==> src/include/aes_config.svh <==
`ifndef AES_CONFIG_SVH
`define AES_CONFIG_SVH

// ==============================
// Core sizing
// ==============================

// AES-128 round count
`define AES_ROUNDS 10

// Start edge to done pulse, in clock cycles
`define AES_LATENCY 56

// Low counter field that steps in CTR mode
`define AES_CTR_WIDTH 32

`endif

==> src/hdl/aes_pkg.sv <==
`default_nettype none

package aes_pkg;

	// ==============================
	// Types
	// ==============================

	// Byte 0 in bits 127:120, as in FIPS-197
	typedef logic [127:0] block_t;
	// One state column or one key word
	typedef logic [31:0] word_t;

	typedef enum logic {
		MODE_ECB = 1'b0,
		MODE_CTR = 1'b1
	} aes_mode_t;

	// One operation, sampled on go
	typedef struct packed {
		aes_mode_t mode;
		block_t    key;
		// Block that runs through the rounds
		block_t    cipher_in;
		// Data block, kept for the CTR XOR
		block_t    text;
	} aes_job_t;

	// Datapath controls, one set per cycle
	typedef struct packed {
		logic       load;
		logic [1:0] col;
		logic       key_step;
		logic       col_en;
		logic       first_round;
		logic       last_round;
	} dp_ctrl_t;

	// ==============================
	// GF(2^8) arithmetic
	// ==============================

	// Multiply by x, reduce by x^8+x^4+x^3+x+1
	function automatic logic [7:0] xtime(input logic [7:0] b);
		return {b[6:0], 1'b0} ^ (b[7] ? 8'h1b : 8'h00);
	endfunction

	// Shift-and-add product
	function automatic logic [7:0] gf_mul(input logic [7:0] a, input logic [7:0] b);
		logic [7:0] p;
		logic [7:0] acc;
		p = a;
		acc = 8'h00;
		for (int i = 0; i < 8; i++)
		begin
			if (b[i])
			begin
				acc = acc ^ p;
			end
			p = xtime(p);
		end
		return acc;
	endfunction

	// Inverse as a^254, zero maps to zero
	function automatic logic [7:0] gf_inv(input logic [7:0] a);
		logic [7:0] sq;
		logic [7:0] acc;
		sq = a;
		acc = 8'h01;
		// Collect a^2 * a^4 * ... * a^128
		for (int i = 1; i < 8; i++)
		begin
			sq = gf_mul(sq, sq);
			acc = gf_mul(acc, sq);
		end
		return acc;
	endfunction

	// Forward S-box: inverse, then the affine map with 0x63
	function automatic logic [7:0] sbox(input logic [7:0] b);
		logic [7:0] x;
		x = gf_inv(b);
		return x ^ {x[6:0], x[7]} ^ {x[5:0], x[7:6]} ^ {x[4:0], x[7:5]}
			^ {x[3:0], x[7:4]} ^ 8'h63;
	endfunction

	// Round constant, 01 for round 1 up to 36 for round 10
	function automatic logic [7:0] rcon(input logic [3:0] round);
		logic [7:0] rc;
		rc = 8'h01;
		for (int i = 1; i < 10; i++)
		begin
			if (i < round)
			begin
				rc = xtime(rc);
			end
		end
		return rc;
	endfunction

endpackage

`default_nettype wire

==> src/hdl/aes_control_unit.sv <==
`timescale 1ns/1ps
`default_nettype none

`include "aes_config.svh"

module aes_control_unit
(
	input  wire               clk,
	input  wire               rst_n,
	input  wire               go,
	input  wire               disable_core,
	output aes_pkg::dp_ctrl_t ctrl,
	output logic [3:0]        round,
	output logic              finish
);

	// ==============================
	// FSM states
	// ==============================

	typedef enum logic [3:0] {
		IDLE,
		ROUND0_COL0,
		ROUND0_COL1,
		ROUND0_COL2,
		ROUND0_COL3,
		ROUND_KEY,
		ROUND_COL0,
		ROUND_COL1,
		ROUND_COL2,
		ROUND_COL3,
		READY
	} state_t;

	state_t     state;
	state_t     next_state;
	logic [3:0] rd_count;
	logic       first_round;
	logic       last_round;

	assign first_round = (rd_count == 4'd0);
	assign last_round = (rd_count == 4'(`AES_ROUNDS));
	assign round = rd_count;

	// Abort wins over every transition
	always_ff @(posedge clk or negedge rst_n)
	begin
		if (!rst_n)
			state <= IDLE;
		else if (disable_core)
			state <= IDLE;
		else
			state <= next_state;
	end

	// Round 0 is four columns, each later round a key step plus four columns
	always_comb
	begin
		next_state = state;
		unique case (state)
			IDLE:        next_state = go ? ROUND0_COL0 : IDLE;
			ROUND0_COL0: next_state = ROUND0_COL1;
			ROUND0_COL1: next_state = ROUND0_COL2;
			ROUND0_COL2: next_state = ROUND0_COL3;
			ROUND0_COL3: next_state = ROUND_KEY;
			ROUND_KEY:   next_state = ROUND_COL0;
			ROUND_COL0:  next_state = ROUND_COL1;
			ROUND_COL1:  next_state = ROUND_COL2;
			ROUND_COL2:  next_state = ROUND_COL3;
			ROUND_COL3:  next_state = last_round ? READY : ROUND_KEY;
			READY:       next_state = IDLE;
			default:     next_state = IDLE;
		endcase
	end

	// ==============================
	// Round counter
	// ==============================

	// Steps as a round closes, so ROUND_KEY already sees its own round
	always_ff @(posedge clk or negedge rst_n)
	begin
		if (!rst_n)
			rd_count <= 4'd0;
		else if (disable_core || state == READY)
			rd_count <= 4'd0;
		else if (state == ROUND0_COL3 || (state == ROUND_COL3 && !last_round))
			rd_count <= rd_count + 4'd1;
	end

	// ==============================
	// Datapath controls
	// ==============================

	always_comb
	begin
		ctrl = '0;
		unique case (state)
			ROUND0_COL0, ROUND0_COL1, ROUND0_COL2, ROUND0_COL3:
			begin
				// Block and key come straight from the job
				ctrl.load = 1'b1;
				ctrl.col = 2'(state - ROUND0_COL0);
				ctrl.col_en = 1'b1;
				ctrl.first_round = first_round;
			end
			ROUND_KEY:
			begin
				ctrl.key_step = 1'b1;
			end
			ROUND_COL0, ROUND_COL1, ROUND_COL2, ROUND_COL3:
			begin
				ctrl.col = 2'(state - ROUND_COL0);
				ctrl.col_en = 1'b1;
				ctrl.last_round = last_round;
			end
			default:
			begin
				ctrl = '0;
			end
		endcase
	end

	// Single pulse out of READY, dropped on abort
	assign finish = (state == READY) && !disable_core;

endmodule

`default_nettype wire

==> config.mk <==
export PLATFORM = sky130hd
export DESIGN_NAME = aes_control_unit
export DESIGN_NICKNAME = d
export VERILOG_FILES = /design/src/hdl/aes_pkg.sv /design/src/hdl/aes_control_unit.sv
export VERILOG_INCLUDE_DIRS = /design/src /design/src/include
export SDC_FILE = /design/constraint.sdc
export NUM_CORES = 1
export LEC_CHECK = 0
export ABC_AREA = 1
export BUFFER_PORTS_ARGS = -buffer_cell sky130_fd_sc_hd__clkbuf_2
export CAP_MARGIN = 20
export CORE_MARGIN = 8
export CORE_UTILIZATION = 51
export DETAILED_ROUTE_END_ITERATION = 16
export PLACE_DENSITY = 0.77
export SETUP_SLACK_MARGIN = 0.05
export SLEW_MARGIN = 20
export SYNTH_ARGS = -nofsm -noshare
export SYNTH_HDL_FRONTEND = slang
export SYNTH_SLANG_ARGS = --single-unit
==> constraint.sdc <==
create_clock -name clk -period 1.8 [get_ports clk]
set_input_delay 0.18 -clock clk [delete_from_list [all_inputs] [get_ports clk]]
set_output_delay 0.18 -clock clk [all_outputs]
set_load 0.02 [all_outputs]
==> results.toml <==
[pwr]
total_leakage_power_nw = 0.495
power_uw = 625
p_per_area_nw_per_um2 = 708
max-vdd-ir-drop_mv = 0.463

[die]
die_h_um = 52.2
coreArea_um2 = 1270
die_w_um = 52.2
io_pins = 16
dieArea_um2 = 2720
floorplan.initialDensity_pct = 52.6
std_cell_rows = 13

[clock_network]
cts_tree = "yes"
cts_buffer_depth = 2
cts_made_buffers = 3
cts.sinks = 8
cts_root_buffer = "clkbuf_4"
clock_latency_ps = 240
htreeDepth = 1
clk_pin_slew_worst_paths_ps = 50

[synthesis]
synthXorXnorAreaFrac_pct = 1.31
synth_compound_area_share_pct = 3.94
ys_warn_count = 0
synth-simple-area-share_pct = 42.6
synthMuxAreaShare_pct = 0
ys.flop_type = "dfrtp_1"
synthCells = 95
synth_top_family_by_area = "simple AND/OR/NAND/NOR gates"
synth_edf_count = 0
ys_types = 16
synth_fa_ha_area_share_pct = 13.1
async_flop_share_pct = 100
synth_nets = 106
yosysSeqAreaShare_pct = 30.0
syn_avg_cell_area_um2 = 7.02
syn_area_um2 = 667
ys_ff_latch = 8

[placed_design]
numPlacedInstances = 125
postPlaceCellArea_um2 = 761
pre_cts_ws_ps = 214
io_buffers = 15
place.detailed.hpwl_um = 1280
gp_congestion = 0.913

[timing]
fin_crit_sh_pct = 94.5
tightest_slew_ps = 252
final.setup.worst_slack_ps = 98.2
max_slew_margin_pct = 83.2
setup-violations-final = 0
hold_viol = 0
period_minus_slack_ps = 1700
fin_skew_ps = 2.74
drv_slew = 0
grt_setup_unrepaired = "yes"
hold_slack_ps = 166
fin_tns_setup_ps = 0
fmax_mhz = 588

[drt]
vias = 686
wl_um = 1700
first_pass_iters = 6
drcViolationCount = 0
ant_nets = 0
wl_per_cell_um = 13.0
avgViaCountPerCell = 5.24
drt-initial-drc-count = 11

[critical_path]
r2r_start = "round[0]"
crit_type = "reg -> out"
cp_data_required_time_ps = 1620
startpoint = "state[1]"
cp_max_fo = 6
r2r_setup_slack_ps = 340
start_kind = "flip-flop"
end_kind = "primary output"
arrival_ps = 1520

[global_routing]
grt-ovfl-total = 0
grt_pass1_wl_um = 2660
track_usage_pct = 12.3
grt_max_degree = 9
antenna_found_initial = 0
grt_pass1_vias = 636

[job]
maxCapViolCount = 0

[min_path]
hold_class = "in -> reg"
hold_path_startpoint = "disable_core"

[cells_and_area]
antennaDiodeCount = 0
syn_to_final_growth_pct = 32.5
fillers = 118
final_cells = 131
fin_util_pct = 69.6
post-route-cell-area_um2 = 883
drive_gt1_share_pct = 37.9
final_nets = 129

[run_status]
status = "finished clean"
==> worst paths after layout <==
kind                                 end  depth (start not counted)
min in group asynchronous       state[1]                          2
worst min-delay path            state[3]                          2
worst min register to register  round[0]                          2
worst max register to register  round[0]                          8
max in group asynchronous       state[3]                          2
worst max-delay path             ctrl[5]                          7
==> worst max-delay path: stages (launching register included) <==
cell and delay, ps:
dfrtp_1 420, inv_2 100, ha_4 200, o21ai_2 120
nand3_2 140, nand2_1 110, nand2_1 60, buf_6 130
==> cells in the mapped netlist, types with 2 or more instances <==
| cell | instances | area (um2) |
|---|---|---|
| nor2_1 | 11 | 41.3 |
| ha_1 | 7 | 87.6 |
| nand3_2 | 3 | 30.0 |
| dfrtp_1 | 8 | 200 |
| inv_1 | 12 | 45.0 |
| nand3_1 | 16 | 80.1 |
| nor2_4 | 2 | 22.5 |
| o21ai_0 | 3 | 15.0 |
| nand2_1 | 23 | 86.3 |
| inv_2 | 4 | 15.0 |
==> per-layer routing <==
metal	share of wire [%]	routed length [um]	vias to the layer above	global-route usage, %
li1	-	-	346	-
met1	44	740	323	15.4
met2	51	863	17	20.8
met3	5.7	97	0	3.13
met4	0	0	0	2.59
met5	0	0	-	0
==> cell usage in the layout, fill, tap and decap left out <==
cell type,netlist,final
inv_4,0,1
nor2_2,0,1
clkbuf_4,0,3
nand3_1,16,15
nand4_1,1,1
dfrtp_2,0,2
buf_2,0,1
nor2_4,2,2
a31oi_1,1,1
dfrtp_1,8,6
nor2_1,11,10
inv_2,4,6
buf_6,0,2
nand3_2,3,4
nand2_1,23,23
dlygate4sd3_1,0,1
nand2_4,1,1
inv_1,12,9
o21ai_0,3,1
ha_2,0,1
ha_1,7,3
a21oi_1,1,1
nand2_2,1,1
o21ai_2,0,2
buf_4,0,3
clkbuf_2,0,11
xor2_1,1,1
ha_4,0,3
==> power breakdown <==
part / leakage, nW / internal (mW) / switching (mW)
registers: 0.107 / 0.190 / 0.0181
logic: 0.374 / 0.117 / 0.168
clock network: 0.0138 / 0.0759 / 0.0556
total: 0.495 / 0.383 / 0.242
==> registers in the layout (all words and copies together) (netlist names) <==
register	cells
round	4
state	4
==> kinds of logic (layout without fill, tap and decap cells) <==
logic type | Yosys count | count (layout)
and+or+nand+nor | 58 | 58
buffers and inverters | 16 | 37
DFF | 8 | 8
adders and majority gates | 7 | 7
AOI/OAI and AO/OA | 5 | 5
xor gates and xnor gates | 1 | 1
==> area by class of cell <==
| class | instances | area, um2 | share of cell area, % |
|---|---|---|---|
| Multi-Input combinational cell | 71 | 462 | 52.3 |
| Sequential cell | 8 | 203 | 22.9 |
| Timing Repair Buffer | 18 | 115 | 13.0 |
| Inverter | 16 | 62.6 | 7.08 |
| Clock buffer | 3 | 22.5 | 2.55 |
| Tap cell | 15 | 18.8 | 2.12 |
==> what timing repair did <==
item	CTS	global route
pin swaps	0	7
hold buffers	1	0
endpoints found under the setup margin	5	5
setup buffers	0	2
hold endpoints to repair	8	0
resized for setup	9	19
Note: power is estimated with default switching activity, not from simulation.
