===== config.mk =====
export PLATFORM = sky130hd
export DESIGN_NAME = aes_output_stage
export DESIGN_NICKNAME = d
export VERILOG_FILES = /design/src/include/aes_config.svh /design/src/hdl/aes_pkg.sv /design/src/hdl/aes_output_stage.sv
export SDC_FILE = /design/constraint.sdc
export NUM_CORES = 1
export LEC_CHECK = 0
export ABC_CLOCK_PERIOD_IN_PS = 900
export BUFFER_PORTS_ARGS = -buffer_cell sky130_fd_sc_hd__buf_2
export CAP_MARGIN = 20
export CORE_AREA = 2 2 253 255
export CTS_BUF_LIST = sky130_fd_sc_hd__clkbuf_4 sky130_fd_sc_hd__clkbuf_8 sky130_fd_sc_hd__clkbuf_16
export CTS_CLUSTER_DIAMETER = 200
export DETAILED_ROUTE_END_ITERATION = 10
export DIE_AREA = 0 0 255 257
export GPL_ROUTABILITY_DRIVEN = 0
export PLACE_DENSITY = 0.33
export SKIP_CTS_REPAIR_TIMING = 1
export SYNTH_ARGS = -nofsm -noshare
export SYNTH_HDL_FRONTEND = slang
export SYNTH_SLANG_ARGS = --single-unit

===== constraint.sdc =====
create_clock -name clk -period 0.9 [get_ports clk]
set_clock_uncertainty 0.15 [all_clocks]
set_input_delay 0.09 -clock clk [delete_from_list [all_inputs] [get_ports clk]]
set_output_delay 0.09 -clock clk [all_outputs]
set_load 0.01 [all_outputs]

===== src/include/aes_config.svh =====
`ifndef AES_CONFIG_SVH
`define AES_CONFIG_SVH

// ==============================
// Core sizing
// ==============================

// AES-128 round count
`define AES_ROUNDS 10

// Start edge to done pulse, in clock cycles
`define AES_LATENCY 56

// Low counter field that steps in CTR mode
`define AES_CTR_WIDTH 32

`endif


===== src/hdl/aes_pkg.sv =====
`default_nettype none

package aes_pkg;

	// ==============================
	// Types
	// ==============================

	// Byte 0 in bits 127:120, as in FIPS-197
	typedef logic [127:0] block_t;
	// One state column or one key word
	typedef logic [31:0] word_t;

	typedef enum logic {
		MODE_ECB = 1'b0,
		MODE_CTR = 1'b1
	} aes_mode_t;

	// One operation, sampled on go
	typedef struct packed {
		aes_mode_t mode;
		block_t    key;
		// Block that runs through the rounds
		block_t    cipher_in;
		// Data block, kept for the CTR XOR
		block_t    text;
	} aes_job_t;

	// Datapath controls, one set per cycle
	typedef struct packed {
		logic       load;
		logic [1:0] col;
		logic       key_step;
		logic       col_en;
		logic       first_round;
		logic       last_round;
	} dp_ctrl_t;

	// ==============================
	// GF(2^8) arithmetic
	// ==============================

	// Multiply by x, reduce by x^8+x^4+x^3+x+1
	function automatic logic [7:0] xtime(input logic [7:0] b);
		return {b[6:0], 1'b0} ^ (b[7] ? 8'h1b : 8'h00);
	endfunction

	// Shift-and-add product
	function automatic logic [7:0] gf_mul(input logic [7:0] a, input logic [7:0] b);
		logic [7:0] p;
		logic [7:0] acc;
		p = a;
		acc = 8'h00;
		for (int i = 0; i < 8; i++)
		begin
			if (b[i])
			begin
				acc = acc ^ p;
			end
			p = xtime(p);
		end
		return acc;
	endfunction

	// Inverse as a^254, zero maps to zero
	function automatic logic [7:0] gf_inv(input logic [7:0] a);
		logic [7:0] sq;
		logic [7:0] acc;
		sq = a;
		acc = 8'h01;
		// Collect a^2 * a^4 * ... * a^128
		for (int i = 1; i < 8; i++)
		begin
			sq = gf_mul(sq, sq);
			acc = gf_mul(acc, sq);
		end
		return acc;
	endfunction

	// Forward S-box: inverse, then the affine map with 0x63
	function automatic logic [7:0] sbox(input logic [7:0] b);
		logic [7:0] x;
		x = gf_inv(b);
		return x ^ {x[6:0], x[7]} ^ {x[5:0], x[7:6]} ^ {x[4:0], x[7:5]}
			^ {x[3:0], x[7:4]} ^ 8'h63;
	endfunction

	// Round constant, 01 for round 1 up to 36 for round 10
	function automatic logic [7:0] rcon(input logic [3:0] round);
		logic [7:0] rc;
		rc = 8'h01;
		for (int i = 1; i < 10; i++)
		begin
			if (i < round)
			begin
				rc = xtime(rc);
			end
		end
		return rc;
	endfunction

endpackage

`default_nettype wire


===== src/hdl/aes_output_stage.sv =====
`timescale 1ns/1ps
`default_nettype none

module aes_output_stage
(
	input  wire                    clk,
	input  wire                    rst_n,
	input  wire                    finish,
	input  wire aes_pkg::aes_job_t job,
	input  wire aes_pkg::block_t   cipher_out,
	output aes_pkg::block_t        dout,
	output logic                   done
);

	// ==============================
	// Result register
	// ==============================

	// dout holds until the next finish
	always_ff @(posedge clk or negedge rst_n)
	begin
		if (!rst_n)
		begin
			dout <= '0;
			done <= 1'b0;
		end
		else
		begin
			done <= finish;
			if (finish)
			begin
				// CTR output is keystream XOR data
				if (job.mode == aes_pkg::MODE_CTR)
					dout <= cipher_out ^ job.text;
				else
					dout <= cipher_out;
			end
		end
	end

endmodule

`default_nettype wire


==> results of run 1 <==
path summary, 6_finish.rpt:
kind | to | cells past startpoint
max reg2reg | dout[34]$_DFFE_PN0P_ | 3
min reg2reg | dout[108]$_DFFE_PN0P_ | 2
max | dout[11] | 1
min | dout[14]$_DFFE_PN0P_ | 3
max in group asynchronous | dout[115]$_DFFE_PN0P_ | 3
min in group asynchronous | dout[85]$_DFFE_PN0P_ | 2
metal layers:
layer	GRT usage	vias to the layer above
met2	0.1497	234
met5	0	-
li1	-	3999
met1	0.1156	3813
met3	0.04461	47
met4	0.03834	16
cell families (layout without fill, tap and decap cells):
family                 Yosys count  after routing
AOI/OAI and AO/OA              256            256
and+or+nand+nor                256            256
DFF                            129            129
buffers and inverters           56            769
other                            0              9
cells in the final DEF (no fill, tap or decap):
cell type and instances:
buf_12 13, diode_2 9, buf_2 320, a21bo_2 128, nand3b_1 128, clkinv_4 4, buf_4 77, clkinv_2 1
nor2_2 31, dlygate4sd3_1 258, bufinv_16 7, clkbuf_4 1, clkinvlp_4 1, clkbuf_16 17, clkbuf_8 3, dfrtp_1 129
buf_6 67, a31oi_1 128, nor2_1 89, nor2_4 8
power breakdown:
group | internal, mW | leakage, nW | switching [mW]
Clock | 5.58 | 0.341 | 3.24
Sequential | 6.43 | 1.46 | 0.417
Combinational | 3.24 | 4.45 | 2.28
registers in the layout, summed over array words and instances (netlist names):
name  flops
done      1
dout    128
layout make-up:
cell class	count	area [um^2]	share of cell area
Timing Repair Buffer	737	5804	0.4009
Antenna cell	9	22.52	0.001555
Multi-Input combinational cell	512	3661	0.2529
Sequential cell	129	3228	0.2230
Tap cell	846	1059	0.07311
Clock inverter	13	257.7	0.01780
Clock buffer	19	446.7	0.03085
worst min-delay path: stages:
cell and delay (ps):
clkbuf_8 210, nand3b_1 120, a31oi_1 80
metrics by stage:
| step | util | instances |
|---|---|---|
| floorplan | - | 697 |
| global placement | 0.1638 | 1920 |
| detailed placement | 0.1638 | 1920 |
| CTS | 0.1750 | 1952 |
| global route | 0.2306 | 2260 |
| finish | 0.2308 | 2265 |
==> out/metrics.yaml, run 1 <==
layout:
  drive_gt1_frac: 0.4809
  fin_nets: 1913
  syn2layout_area_growth_pct: 104.7
  finalInstanceArea_mm2: 0.01448
  n_fill_cell: 6836
route:
  wl_met3_um: 2208
  wl_met1_um: 14820
  avgViaCountPerCell: 3.580
  drc: 0
  drtPass1Iterations: 5
  met2_length_um: 15460
  wirelength_um: 33280
  postRouteAntennaNets: 0
  wire_per_inst_um: 14.69
  top_layer_used: "met5"
  vias: 8109
  drt_iter0_drc: 427
pwr:
  p_leak_nw: 6.245
  p_per_area_mw_per_mm2: 1463
  total_power_mw: 21.18
  ir_drop_mv: 1.260
clocking:
  clockBufferDepth: 2
  clk_pin_slew_ps: 70
  cts_tree: "built"
  root_buffer: "clkbuf_16"
  clkLatencyLatePin_ps: 480
  cts_made_buffers: 17
  cts_max_level: 4
  clock-sinks: 129
synthesis:
  synth_top_family_by_area: "compound AO/OA/AOI/OAI gates"
  yosysTopAreaCell: "dfrtp_1"
  synth_compound_area_frac: 0.2943
  synth_edf_count: 0
  synth-xor-area-share: 0
  synth-simple-area-share: 0.2037
  ys_top_cells_by_area: "dfrtp_1 (46%), a21bo_2 (18%), nand3b_1 (14%)"
  ys_warn_count: 0
  synth_most_common_cell: "dfrtp_1"
  synth_fa_ha_area_frac: 0
  yosysSeqAreaShare: 0.4563
  synth-seq-cells: 129
  synth_flop_cell: "dfrtp_1"
  synthArstFlopShare: 1.000
  syn_nets: 1213
  synth_area_mm2: 0.007074
  synthCells: 697
  synth.mux.area_fraction: 0
  synth_top_area_frac: 0.4563
  synth_common_cells: "dfrtp_1 (129), a21bo_2 (128), a31oi_1 (128), nand3b_1 (128), nor2_1 (128)"
  syn-mean-instance-area_um2: 10.15
  ys_types: 10
sta:
  rsz0062_at_grt: "yes"
  max_slew_margin: 0.7980
  finalCritPeriodShare: 1.421
  setup_tns_ps: -44660
  final_max_slew_viol_count: 0
  fin_crit_ps: 1279
  setup_viol: 169
  hold_ws_ps: -93.48
  final-hold-violation-count: 17
  setup_ws_ps: -378.8
  worst-slew-pin-transition_ps: 303.0
  fmax_mhz: 782.0
setup_path:
  critPathLaunch: "dout[11]$_DFFE_PN0P_"
  crit_type: "reg -> out"
  crit_path_max_incr_delay_ps: 410
  crit_required_ps: 660
  arrival_ps: 1040
  reg2reg_from: "dout[34]$_DFFE_PN0P_"
  critPathTopFamily: "flip-flops"
  cp-start-kind: "register"
  slowest_stage: "dfrtp_1"
  endpoint_kind: "output pin"
  crit_fanout: 2
  cp_num_buf_inv: 1
  cp_cell_sequence: "buf_2"
  ff2ff_setup_slack_ps: -20
floorplanning:
  die_h_um: 257
  die_w_um: 255
  initial_core_util: 0.1128
  die_area_mm2: 0.06554
  core_area_mm2: 0.06274
  fp-row-count: 92
  pin_count: 645
outcome:
  violations: "negative hold slack, negative setup slack"
  outcome: "finished with violations"
global_routing:
  grt_overflow: 0
  grt_pass1_wl_um: 45920
  grtUsageTotal: 0.09677
  grt_pass1_vias: 7044
  antenna_found_initial: 17
  grt_max_degree: 46
place:
  io_buffers: 388
  placed_area_mm2: 0.01028
  hpwl_um: 24610
  post-place-ws_ps: -299.3
hold_path:
  min_from: "job[384]"
  hp-class: "in -> reg"
job:
  drv_cap: 0
(Power assumes the default switching activity.)
==> inputs of run 2 (changes only) <==
- CORE_AREA: 2 2 253 255 -> 2 2 250 252
- DIE_AREA: 0 0 255 257 -> 0 0 252 254
- PLACE_DENSITY: 0.33 -> 0.34
- SETUP_SLACK_MARGIN: not set -> 0.2
==> run 2 against run 1 <==
The flow still finishes with violations (negative hold slack, negative setup slack). Critical endpoint is now dout[40]. Largest cell class is now multi-input combinational cells. Sequential cell count stayed put. Wire length is 12% lower. Sequential share of layout area is 4.8 points higher. Global-route usage is 0.66 points lower. Design area is 18% lower. Final cell count is 14% lower. Non-clock buffer count is 255 lower. Register-to-register slack worse by 20 ps. Utilization is 3.6 points lower.
==> out/metrics.yaml, run 2 (same netlist as run 1, synthesis figures left out) <==
layout:
  top_regs: "dout: 128 flops, done: 1 flops"  # unchanged
  n_fill_cell: 6821  # was 6836
  largest_reg_flops: 128  # unchanged
  mostFrequentLayoutCells: "buf_2 (323), dfrtp_1 (129), a21bo_2 (128), nand3b_1 (128), a31oi_1 (128)"  # was buf_2 (320), dlygate4sd3_1 (258), dfrtp_1 (129)
  syn2layout_area_growth_pct: 68.69  # was 104.7%
  final_common_cell: "buf_2"  # unchanged
  fin_nets: 1658  # was 1913
  top_register: "dout"  # unchanged
  drive_gt1_frac: 0.5851  # was 0.4809
route:
  wire_per_inst_um: 15.02  # was 14.69 um
  vias: 7091  # was 8109
  postRouteAntennaNets: 0  # unchanged
  drc: 0  # unchanged
  drt_iter0_drc: 303  # was 427
  drtPass1Iterations: 4  # was 5
  wirelength_um: 29250  # was 33280 um
  avgViaCountPerCell: 3.642  # was 3.580
pwr:
  p_per_area_mw_per_mm2: 1603  # was 1463 mW/mm^2
  p_leak_nw: 5.180  # was 6.245 nW
  p_switching_mw: 5.410  # was 5.932 mW
  total_power_mw: 19.13  # was 21.18 mW
  sequentialPowerShare: 0.358  # was 0.323
  intPower_mw: 13.72  # was 15.25 mW
  clkPwrFrac: 0.398  # was 0.417
  switching_share: 0.2828  # was 0.2801
  p_comb_frac: 0.244  # was 0.260
  ir_drop_mv: 1.301  # was 1.260 mV
sta:
  rsz0062_at_grt: "yes"  # unchanged
  final_max_slew_viol_count: 0  # unchanged
  setup_ws_ps: -372.9  # was -378.8 ps
  final-hold-violation-count: 128  # was 17
  hold_ws_ps: -259.0  # was -93.48 ps
  setup_tns_ps: -56300  # was -44660 ps
  finalCritPeriodShare: 1.414  # was 1.421
  setup_viol: 210  # was 169
  max_slew_margin: 0.4648  # was 0.7980
  worst-slew-pin-transition_ps: 800.1  # was 303.0 ps
  fin_crit_ps: 1273  # was 1279 ps
  fmax_mhz: 785.6  # was 782.0 MHz
global_routing:
  grtUsageTotal: 0.09018  # was 0.09677
  grt_pass1_vias: 6896  # was 7044
  grt_overflow: 0  # unchanged
  antenna_found_initial: 13  # was 17
  grt_pass1_wl_um: 42770  # was 45920 um
  grt_max_degree: 67  # was 46
setup_path:
  cp_num_buf_inv: 1  # unchanged
  crit_path_max_incr_delay_ps: 420  # was 410 ps
  cp-start-kind: "register"  # unchanged
  crit_required_ps: 660  # about the same
  arrival_ps: 1030  # was 1040 ps
  endpoint_kind: "output pin"  # unchanged
  critPathTopFamily: "flip-flops"  # unchanged
  reg2reg_from: "dout[40]$_DFFE_PN0P_"  # was dout[34]$_DFFE_PN0P_
  critPathLaunch: "dout[40]$_DFFE_PN0P_"  # was dout[11]$_DFFE_PN0P_
  slowest_stage: "dfrtp_1"  # unchanged
  crit_type: "reg -> out"  # unchanged
  cp_cell_sequence: "buf_6"  # was buf_2
  crit_fanout: 2  # unchanged
place:
  hpwl_um: 22260  # was 24610 um
  io_buffers: 388  # unchanged
floorplanning:
  initial_core_util: 0.1155  # was 0.1128
  fp-row-count: 91  # was 92
  pin_count: 645  # unchanged
  die_h_um: 254  # was 257 um
  die_w_um: 252  # was 255 um
  core_area_mm2: 0.06126  # was 0.06274 mm^2
  die_area_mm2: 0.06401  # was 0.06554 mm^2
outcome:
  outcome: "finished with violations"  # unchanged
  violations: "negative hold slack, negative setup slack"  # unchanged
clocking:
  clockBufferDepth: 2  # unchanged
  cts_tree: "built"  # unchanged
  clock-sinks: 129  # unchanged
  cts_made_buffers: 17  # unchanged
  clk_pin_slew_ps: 60  # was 70 ps
  cts_max_level: 4  # unchanged
  root_buffer: "clkbuf_16"  # unchanged
  clkLatencyLatePin_ps: 470  # was 480 ps
job:
  drv_cap: 0  # unchanged
hold_path:
  min_from: "cipher_out[121]"  # was job[384]
  hp-class: "in -> reg"  # unchanged
## run 2: cell count changes in the layout (fill, tap and decap cells not counted), sizes merged
cell	before	now
dlygate4sd3	258	6
clkbuf	21	26
bufinv	7	3
clkinv	5	1
diode	9	5
buf	477	474
## run 2: worst paths after layout
| path | to | slack, ps | depth (start not counted) |
|---|---|---|---|
| worst max-delay path | dout[40] | -370 | 1 |
| worst min-delay path | dout[121]$_DFFE_PN0P_ | -260 | 3 |
| worst max register to register | dout[40]$_DFFE_PN0P_ | -40 | 3 |
| worst min register to register | dout[107]$_DFFE_PN0P_ | 390 | 2 |
| max in group asynchronous | dout[27]$_DFFE_PN0P_ | -300 | 4 |
| min in group asynchronous | dout[82]$_DFFE_PN0P_ | 20 | 3 |
## run 2: power by group through the flow
stage | combinational [mW] | sequential (mW) | clock [mW]
floorplan | 1.53 | 7.15 | 0
global placement | 3.78 | 6.85 | 0
detailed placement | 3.81 | 6.85 | 0
CTS | 3.82 | 6.77 | 8.04
global route | 5.11 | 6.91 | 8.23
finish | 4.67 | 6.85 | 7.61
## run 2: final cells by class
| type | instances | area [um^2] | area share |
|---|---|---|---|
| Multi-Input combinational cell | 512 | 3741 | 0.3135 |
| Timing Repair Buffer | 482 | 3358 | 0.2814 |
| Sequential cell | 129 | 3228 | 0.2705 |
| Tap cell | 790 | 988.4 | 0.08283 |
| Clock buffer | 24 | 503.0 | 0.04215 |
| Clock inverter | 5 | 102.6 | 0.008597 |
| Antenna cell | 5 | 12.51 | 0.001048 |
## run 2: metrics by stage
step                      std cells  utilization  cell area [um^2]  setup slack [ps]
after detailed placement       1859       0.1662             10180            -387.4
after floorplan                 697            -              7172             14.51
after global routing           1943       0.1947             11920            -425.4
final                          1947       0.1948             11930            -372.9
after CTS                      1888       0.1761             10790            -471.2
after global placement         1859       0.1662             10180            -375.7
## run 2: metal layers
metal	up-vias	routed length (um)	global-route usage	share of wire
li1	3472	-	-	-
met1	3335	12430	0.1055	0.43
met2	249	13690	0.1412	0.47
met3	27	2572	0.04292	0.088
met4	8	502	0.03702	0.017
met5	-	54	0	0.0018
