===== config.mk =====
export PLATFORM = sky130hd
export DESIGN_NAME = aes_input_stage
export DESIGN_NICKNAME = d
export VERILOG_FILES = /design/src/hdl/aes_pkg.sv /design/src/hdl/aes_input_stage.sv
export VERILOG_INCLUDE_DIRS = /design/src /design/src/include
export SDC_FILE = /design/constraint.sdc
export NUM_CORES = 1
export LEC_CHECK = 0
export ABC_AREA = 1
export CELL_PAD_IN_SITES_DETAIL_PLACEMENT = 0
export CELL_PAD_IN_SITES_GLOBAL_PLACEMENT = 2
export CORE_AREA = 2 2 302 304
export DETAILED_ROUTE_END_ITERATION = 16
export DIE_AREA = 0 0 304 306
export DONT_BUFFER_PORTS = 1
export PLACE_DENSITY_LB_ADDON = 0.1
export SYNTH_ARGS = -nofsm -noshare
export SYNTH_HDL_FRONTEND = slang
export SYNTH_SLANG_ARGS = --single-unit

===== constraint.sdc =====
create_clock -name clk -period 51.2 [get_ports clk]
set_clock_uncertainty 0.05 [all_clocks]
set_input_delay 7.68 -clock clk [delete_from_list [all_inputs] [get_ports clk]]
set_output_delay 7.68 -clock clk [all_outputs]
set_load 0.03 [all_outputs]

===== src/include/aes_config.svh =====
`ifndef AES_CONFIG_SVH
`define AES_CONFIG_SVH

// ==============================
// Core sizing
// ==============================

// AES-128 round count
`define AES_ROUNDS 10

// Start edge to done pulse, in clock cycles
`define AES_LATENCY 56

// Low counter field that steps in CTR mode
`define AES_CTR_WIDTH 32

`endif


===== src/hdl/aes_pkg.sv =====
`default_nettype none

package aes_pkg;

	// ==============================
	// Types
	// ==============================

	// Byte 0 in bits 127:120, as in FIPS-197
	typedef logic [127:0] block_t;
	// One state column or one key word
	typedef logic [31:0] word_t;

	typedef enum logic {
		MODE_ECB = 1'b0,
		MODE_CTR = 1'b1
	} aes_mode_t;

	// One operation, sampled on go
	typedef struct packed {
		aes_mode_t mode;
		block_t    key;
		// Block that runs through the rounds
		block_t    cipher_in;
		// Data block, kept for the CTR XOR
		block_t    text;
	} aes_job_t;

	// Datapath controls, one set per cycle
	typedef struct packed {
		logic       load;
		logic [1:0] col;
		logic       key_step;
		logic       col_en;
		logic       first_round;
		logic       last_round;
	} dp_ctrl_t;

	// ==============================
	// GF(2^8) arithmetic
	// ==============================

	// Multiply by x, reduce by x^8+x^4+x^3+x+1
	function automatic logic [7:0] xtime(input logic [7:0] b);
		return {b[6:0], 1'b0} ^ (b[7] ? 8'h1b : 8'h00);
	endfunction

	// Shift-and-add product
	function automatic logic [7:0] gf_mul(input logic [7:0] a, input logic [7:0] b);
		logic [7:0] p;
		logic [7:0] acc;
		p = a;
		acc = 8'h00;
		for (int i = 0; i < 8; i++)
		begin
			if (b[i])
			begin
				acc = acc ^ p;
			end
			p = xtime(p);
		end
		return acc;
	endfunction

	// Inverse as a^254, zero maps to zero
	function automatic logic [7:0] gf_inv(input logic [7:0] a);
		logic [7:0] sq;
		logic [7:0] acc;
		sq = a;
		acc = 8'h01;
		// Collect a^2 * a^4 * ... * a^128
		for (int i = 1; i < 8; i++)
		begin
			sq = gf_mul(sq, sq);
			acc = gf_mul(acc, sq);
		end
		return acc;
	endfunction

	// Forward S-box: inverse, then the affine map with 0x63
	function automatic logic [7:0] sbox(input logic [7:0] b);
		logic [7:0] x;
		x = gf_inv(b);
		return x ^ {x[6:0], x[7]} ^ {x[5:0], x[7:6]} ^ {x[4:0], x[7:5]}
			^ {x[3:0], x[7:4]} ^ 8'h63;
	endfunction

	// Round constant, 01 for round 1 up to 36 for round 10
	function automatic logic [7:0] rcon(input logic [3:0] round);
		logic [7:0] rc;
		rc = 8'h01;
		for (int i = 1; i < 10; i++)
		begin
			if (i < round)
			begin
				rc = xtime(rc);
			end
		end
		return rc;
	endfunction

endpackage

`default_nettype wire


===== src/hdl/aes_input_stage.sv =====
`timescale 1ns/1ps
`default_nettype none

`include "aes_config.svh"

module aes_input_stage
(
	input  wire                 clk,
	input  wire                 rst_n,
	input  wire                 start,
	input  wire                 disable_core,
	input  wire                 finish,
	input  wire aes_pkg::aes_mode_t mode,
	input  wire aes_pkg::block_t key,
	input  wire aes_pkg::block_t din,
	input  wire aes_pkg::block_t iv,
	input  wire                 advance,
	output aes_pkg::aes_job_t   job,
	output logic                go,
	output logic                busy
);

	aes_pkg::block_t ctr;
	// IV of the last counter load
	aes_pkg::block_t iv_last;
	aes_pkg::block_t ctr_now;
	logic            iv_changed;
	logic            ctr_step;

	// Start is taken only from idle, never together with an abort
	assign go = start && !busy && !disable_core;

	// ==============================
	// CTR counter
	// ==============================

	assign iv_changed = (iv != iv_last);
	// Step only after a finished CTR block
	assign ctr_step = advance && (job.mode == aes_pkg::MODE_CTR);

	// Counter value that includes a step due on this edge
	always_comb
	begin
		ctr_now = ctr;
		if (ctr_step)
		begin
			ctr_now = {ctr[127:`AES_CTR_WIDTH], ctr[`AES_CTR_WIDTH-1:0] + 1'b1};
		end
	end

	always_ff @(posedge clk or negedge rst_n)
	begin
		if (!rst_n)
		begin
			ctr <= '0;
			iv_last <= '0;
		end
		else if (go && mode == aes_pkg::MODE_CTR && iv_changed)
		begin
			// New IV restarts the sequence
			ctr <= iv;
			iv_last <= iv;
		end
		else
		begin
			ctr <= ctr_now;
		end
	end

	// ==============================
	// Job capture and busy
	// ==============================

	always_ff @(posedge clk)
	begin
		if (go)
		begin
			job.mode <= mode;
			job.key <= key;
			job.text <= din;
			if (mode == aes_pkg::MODE_ECB)
				job.cipher_in <= din;
			else
				job.cipher_in <= iv_changed ? iv : ctr_now;
		end
	end

	always_ff @(posedge clk or negedge rst_n)
	begin
		if (!rst_n)
			busy <= 1'b0;
		else if (disable_core)
			busy <= 1'b0;
		else if (go)
			busy <= 1'b1;
		else if (finish)
			busy <= 1'b0;
	end

endmodule

`default_nettype wire


==> flow_metrics.py, run 1 <==
metrics = {
    "setup_path": {
        "critPathMaxFanout": 6,
        "critPathLaunchType": "primary input",
        "required_ns": 43.47,
        "crit_path_end_kind": "output pin",
        "crit_chain": "nor3_2 -> buf_4",
        "slowest_stage": "buf_4",
        "cp.arrival_ns": 8.25,
        "worstRegToRegCells": 13,
        "critical-path-max-stage-delay_ns": 0.30,
        "path_delay_family": "buffers and inverters",
        "crit_buf_inv": 1,
        "cp.depth": 2,
        "worstSetupPathType": "primary input to output pin",
    },
    "placed_design": {
        "port_buffers": 0,
        "place_congestion": 0.773,
        "place_ws_ns": 35.22,
        "placed_area_um2": 23600,
        "dp_hpwl_mm": 63.6,
    },
    "power": {
        "powerDensity_nw_per_um2": 45.6,
        "power_mw": 1.18,
        "ir_drop_uv": 19.5,
        "p_leak_nw": 10.0,
    },
    "cts": {
        "cts-root-buf": "clkbuf_16",
        "post-cts-setup-buffers": 0,
        "cts_made_buffers": 67,
        "clk_pin_slew_ns": 0.06,
        "cts_max_level": 3,
        "cts_resized": 0,
        "clk_latency_ns": 0.62,
        "cts.sinks": 546,
        "cts_tree": "done",
        "clockBufferDepth": 3,
        "cts_hold_buf": 0,
    },
    "detailed_routing": {
        "drc": 0,
        "drt-pass1-iter-count": 6,
        "drtAntennaViolNets": 0,
        "drt-total-wl_mm": 82.6,
        "routedWlPerCell_um": 25.2,
        "dr.first_iter.drc_count": 1057,
        "vias": 14300,
        "vias_per_cell": 4.37,
    },
    "global_route": {
        "grt_pass1_vias": 14900,
        "track_usage_pct": 17.5,
        "grt_antenna_before_repair": 25,
        "grt_max_degree": 162,
        "gr-total-overflow": 0,
        "grt_first_pass_wirelength_mm": 116,
    },
    "cells_and_area": {
        "layout_common_cells": "nand2_1 (596), edfxtp_1 (385), inv_1 (176), dfrtp_1 (161), o21ai_1 (160)",
        "nets": 2427,
        "syn2layout_area_growth_pct": 15.3,
        "fin_area_um2": 25900,
        "final_common_cell": "nand2_1",
        "drive_above_1_share_pct": 6.56,
    },
    "synthesis": {
        "yosysWarnings": 0,
        "synth_cell_types": 25,
        "ys_seq_area_share_pct": 69.4,
        "synth_fp_nets": 2420,
        "netlist_instances": 2028,
        "synth_area_um2": 22500,
        "ys_ff_latch": 546,
        "syn-mean-instance-area_um2": 11.1,
    },
    "floorplanning": {
        "chipWidth_um": 304,
        "core_area_um2": 89600,
        "dieArea_um2": 93000,
        "die_y_um": 306,
        "ios": 778,
        "start_util_pct": 25.1,
        "row_count": 110,
    },
    "sta": {
        "slew_headroom_pct": 30.1,
        "report.final.slew_viol_count": 0,
        "rsz0062_at_grt": "false",
        "period_needed_ns": 15.98,
        "fmaxAchievable_mhz": 62.6,
        "setup_violations": 0,
        "worst_slack_ns": 35.22,
        "finalHoldViolCount": 0,
        "tns_ns": 0,
        "worst_pin_slew_ns": 1.05,
        "period_share_pct": 31.2,
        "hold_slack_ns": 0.458,
    },
    "hold_path": {
        "min_path_cells": 2,
        "hp-class": "register to register",
    },
    "job": {
        "maxCapViolCount": 0,
    },
    "status": {
        "outcome": "finished, final reports clean",
    },
}
==> worst register-to-register path, cell delays in order, from the launching register on <==
cell,delay (ns)
dfrtp_1,0.39
xnor2_1,0.54
nand2_1,0.11
nor2_1,0.10
nand2_1,0.06
nor2_1,0.21
nand2_1,0.17
nor2_1,0.15
nand2_2,0.06
buf_4,0.27
nand2_8,0.77
buf_4,0.98
nand2_1,0.14
o21ai_1,0.11
==> worst paths after layout <==
| path | to | startpoint | slack, ns |
|---|---|---|---|
| max | go | disable_core | 35.22 |
| min | iv_last[11]$_DFFE_PN0P_ | iv_last[11]$_DFFE_PN0P_ | 0.46 |
| max reg2reg | ctr[27]$_DFF_PN0_ | iv_last[26]$_DFFE_PN0P_ | 47.02 |
| min reg2reg | iv_last[11]$_DFFE_PN0P_ | iv_last[11]$_DFFE_PN0P_ | 0.46 |
| max in group asynchronous | iv_last[123]$_DFFE_PN0P_ | rst_n | 43.87 |
| min in group asynchronous | iv_last[24]$_DFFE_PN0P_ | rst_n | 6.73 |
==> synthesized netlist by cell type <==
master    instances  area, um^2
nor2_2            1        6.26
clkbuf_1         29         109
nand3_1          78         390
buf_1             4        15.0
nand2_2           1        6.26
nor3_1            6        30.0
inv_1           176         661
nand2_1         596        2240
ha_1              1        12.5
o21ai_0          97         485
xnor2_1         110         963
nand4_1          39         244
inv_2            13        48.8
xor2_1           14         123
buf_2            14        70.1
o31ai_1           1        7.51
buf_6             1        11.3
edfxtp_1        385       11600
o21ai_1         160         801
nor2_1          111         417
buf_4            27         203
clkinv_1          1        3.75
dfrtp_1         161        4030
and2_1            1        6.26
nand2_4           1        11.3
==> stage by stage <==
stage | utilization, % | cells
6_report | 28.9 | 3272
5_1_grt | 28.9 | 3271
4_1_cts | 28.9 | 3263
3_5_place_dp | 26.4 | 3142
3_3_place_gp | 26.4 | 3142
2_1_floorplan | - | 2028
==> final cells by class <==
class / count / area [um^2]
clock inverters: 43 / 460
clock buffers: 78 / 1750
repair buffers: 13 / 110
multi-input cells: 1217 / 5760
fillers: 9252 / 63700
diodes: 9 / 22.5
inverters: 190 / 718
flip-flops and latches: 546 / 15600
well taps: 1176 / 1470
==> cell families after synthesis <==
| kind of cell | synth area share (%) |
|---|---|
| flip-flops | 69.4 |
| buffers and inverters | 4.99 |
| XOR/XNOR | 4.84 |
| AND/OR/NAND/NOR | 14.9 |
| AO/OA/AOI/OAI | 5.76 |
| adder cells (fa/ha/maj) | 0.0557 |
==> power breakdown <==
part | switching [mW] | internal (mW) | total (mW)
combinational | 0.0825 | 0.0423 | 0.125
clock | 0.197 | 0.283 | 0.480
sequential | 0.0540 | 0.521 | 0.575
total | 0.334 | 0.846 | 1.18
==> layer usage <==
metal  vias up  wire length (um)  share of wire [%]  track usage [%]
li1       6765                 -                  -                -
met4         0              1710                2.1             6.24
met2       583             42600                 52             30.7
met3       106              7090                8.6             6.40
met1      6846             31100                 38             19.4
met5         -                 0                  0                0
==> registers in the layout, summed over array words and instances (netlist names) <==
| name | cells |
|---|---|
| ctr | 32 |
| job | 385 |
| iv_last | 128 |
| busy | 1 |
No activity file was read; power rests on OpenSTA's default activity.
==> run 2, diff against run 1 <==
clock period = 14.2 ns   (was 51.2 ns; I/O delays follow)
==> flow_metrics.py, run 2 (synthesis results as in run 1) <==
metrics = {
    "sta": {
        "tns_ns": 0,
        "slew_headroom_pct": 27.4,
        "period_share_pct": 38.8,
        "report.final.slew_viol_count": 0,
        "worst_slack_ns": 8.69,
        "rsz0062_at_grt": "false",
        "setup_violations": 0,
        "fmaxAchievable_mhz": 182,
        "period_needed_ns": 5.51,
        "finalHoldViolCount": 0,
        "worst_pin_slew_ns": 1.09,
    },
    "cells_and_area": {
        "reg_top3": "job (385), iv_last (128), ctr (32)",
        "largest_reg_flops": 385,
        "drive_above_1_share_pct": 6.53,
        "largest_register": "job",
        "layout_common_cells": "nand2_1 (596), edfxtp_1 (385), inv_1 (176), dfrtp_1 (161), o21ai_1 (160)",
        "nets": 2426,
        "final_common_cell": "nand2_1",
        "syn2layout_area_growth_pct": 15.5,
    },
    "global_route": {
        "gr-total-overflow": 0,
        "grt_max_degree": 162,
        "grt_pass1_vias": 14800,
        "grt_antenna_before_repair": 27,
        "track_usage_pct": 17.8,
        "grt_first_pass_wirelength_mm": 117,
    },
    "status": {
        "outcome": "finished, final reports clean",
    },
    "floorplanning": {
        "ios": 778,
        "row_count": 110,
        "start_util_pct": 25.1,
        "core_area_um2": 89600,
        "chipWidth_um": 304,
        "dieArea_um2": 93000,
        "die_y_um": 306,
    },
    "cts": {
        "cts.sinks": 546,
        "cts_hold_buf": 0,
        "cts_max_level": 3,
        "cts_resized": 0,
        "clockBufferDepth": 3,
        "cts_tree": "done",
        "cts-root-buf": "clkbuf_16",
        "cts_made_buffers": 67,
        "post-cts-setup-buffers": 0,
        "clk_latency_ns": 0.62,
        "clk_pin_slew_ns": 0.06,
    },
    "placed_design": {
        "place_ws_ns": 7.88,
        "dp_hpwl_mm": 64.9,
        "port_buffers": 0,
        "place_congestion": 0.777,
    },
    "hold_path": {
        "hp-class": "register to register",
    },
    "detailed_routing": {
        "drtAntennaViolNets": 0,
        "vias_per_cell": 4.39,
        "drt-pass1-iter-count": 5,
        "drc": 0,
        "routedWlPerCell_um": 25.7,
        "drt-total-wl_mm": 84.1,
        "vias": 14300,
        "dr.first_iter.drc_count": 1044,
    },
    "power": {
        "seq_power_share_pct": 48.3,
        "powerDensity_nw_per_um2": 166,
        "power.switching_mw": 1.19,
        "p_comb_share_pct": 10.4,
        "ir_drop_uv": 80.3,
        "p_leak_nw": 10.0,
        "p_sw_share_pct": 27.7,
        "p_int_mw": 3.10,
        "clkPwrFrac_pct": 41.3,
    },
    "setup_path": {
        "crit_path_end_kind": "register",
        "required_ns": 14.66,
        "critPathLaunchType": "primary input",
        "critPathMaxFanout": 138,
        "cp.arrival_ns": 5.97,
        "worstSetupPathType": "primary input to register",
    },
    "job": {
        "maxCapViolCount": 0,
    },
}
## run 2: power by group through the flow
stage / Combinational (mW) / Sequential, mW / Clock, mW
final: 0.448 / 2.07 / 1.77
after global routing: 0.521 / 2.09 / 1.91
after CTS: 0.472 / 2.07 / 1.84
after detailed placement: 0.469 / 2.11 / 0
after global placement: 0.464 / 2.11 / 0
after floorplan: 0.314 / 2.09 / 0
## run 2: worst max-delay path, cell delays in order
cell and delay, ns:
xnor2_1 0.68, nand2_1 0.10, nor2_1 0.12, nand2_1 0.07
nor2_1 0.10, nand2_1 0.10, nor2_1 0.37, nand2_2 0.07
buf_4 0.27, nand2_8 0.64, buf_4 0.89, nand2_1 0.11
o21ai_1 0.12
## run 2: cell type report
| cell class | instances | area (um^2) |
|---|---|---|
| repair buffers | 12 | 103 |
| diodes | 7 | 17.5 |
| clock inverters | 42 | 463 |
| clock buffers | 77 | 1800 |
| flip-flops and latches | 546 | 15600 |
| multi-input cells | 1217 | 5770 |
| inverters | 190 | 718 |
| well taps | 1176 | 1470 |
| fillers | 9274 | 63700 |
## run 2: final timing paths
path                                         startpoint                  endpoint  slack, ns  cells after the start
max in group asynchronous                         rst_n  iv_last[102]$_DFFE_PN0P_      12.52                      0
min in group asynchronous                         rst_n   iv_last[24]$_DFFE_PN0P_       1.17                      0
worst min-delay path            iv_last[36]$_DFFE_PN0P_   iv_last[36]$_DFFE_PN0P_       0.46                      2
worst max-delay path                            iv[111]  iv_last[103]$_DFFE_PN0P_       8.69                     13
worst min register to register  iv_last[36]$_DFFE_PN0P_   iv_last[36]$_DFFE_PN0P_       0.46                      2
worst max register to register         busy$_DFFE_PN0P_        job[226]$_DFFE_PP_       9.66                      5
## run 2: through the flow
| stage | hold slack [ns] | utilization, % | instances | total power, mW | cell area, um^2 |
|---|---|---|---|---|---|
| finish | 0.457 | 28.9 | 3267 | 4.29 | 25900 |
| global route | 0.481 | 28.9 | 3266 | 4.52 | 25900 |
| CTS | 0.463 | 28.9 | 3260 | 4.39 | 25900 |
| detailed placement | 0.448 | 26.4 | 3141 | 2.57 | 23600 |
| global placement | 0.441 | 26.4 | 3141 | 2.57 | 23600 |
| floorplan | 0.429 | - | 2028 | 2.40 | 22500 |
## run 2: routing by layer
layer	part of all wire, %	up-vias	global-route usage (%)	wire length, um
met5	0.027	-	0	23
met4	2.8	4	6.43	2320
met3	8.9	124	6.93	7490
met2	51	606	31.2	43000
met1	37	6858	19.4	31300
li1	-	6754	-	-
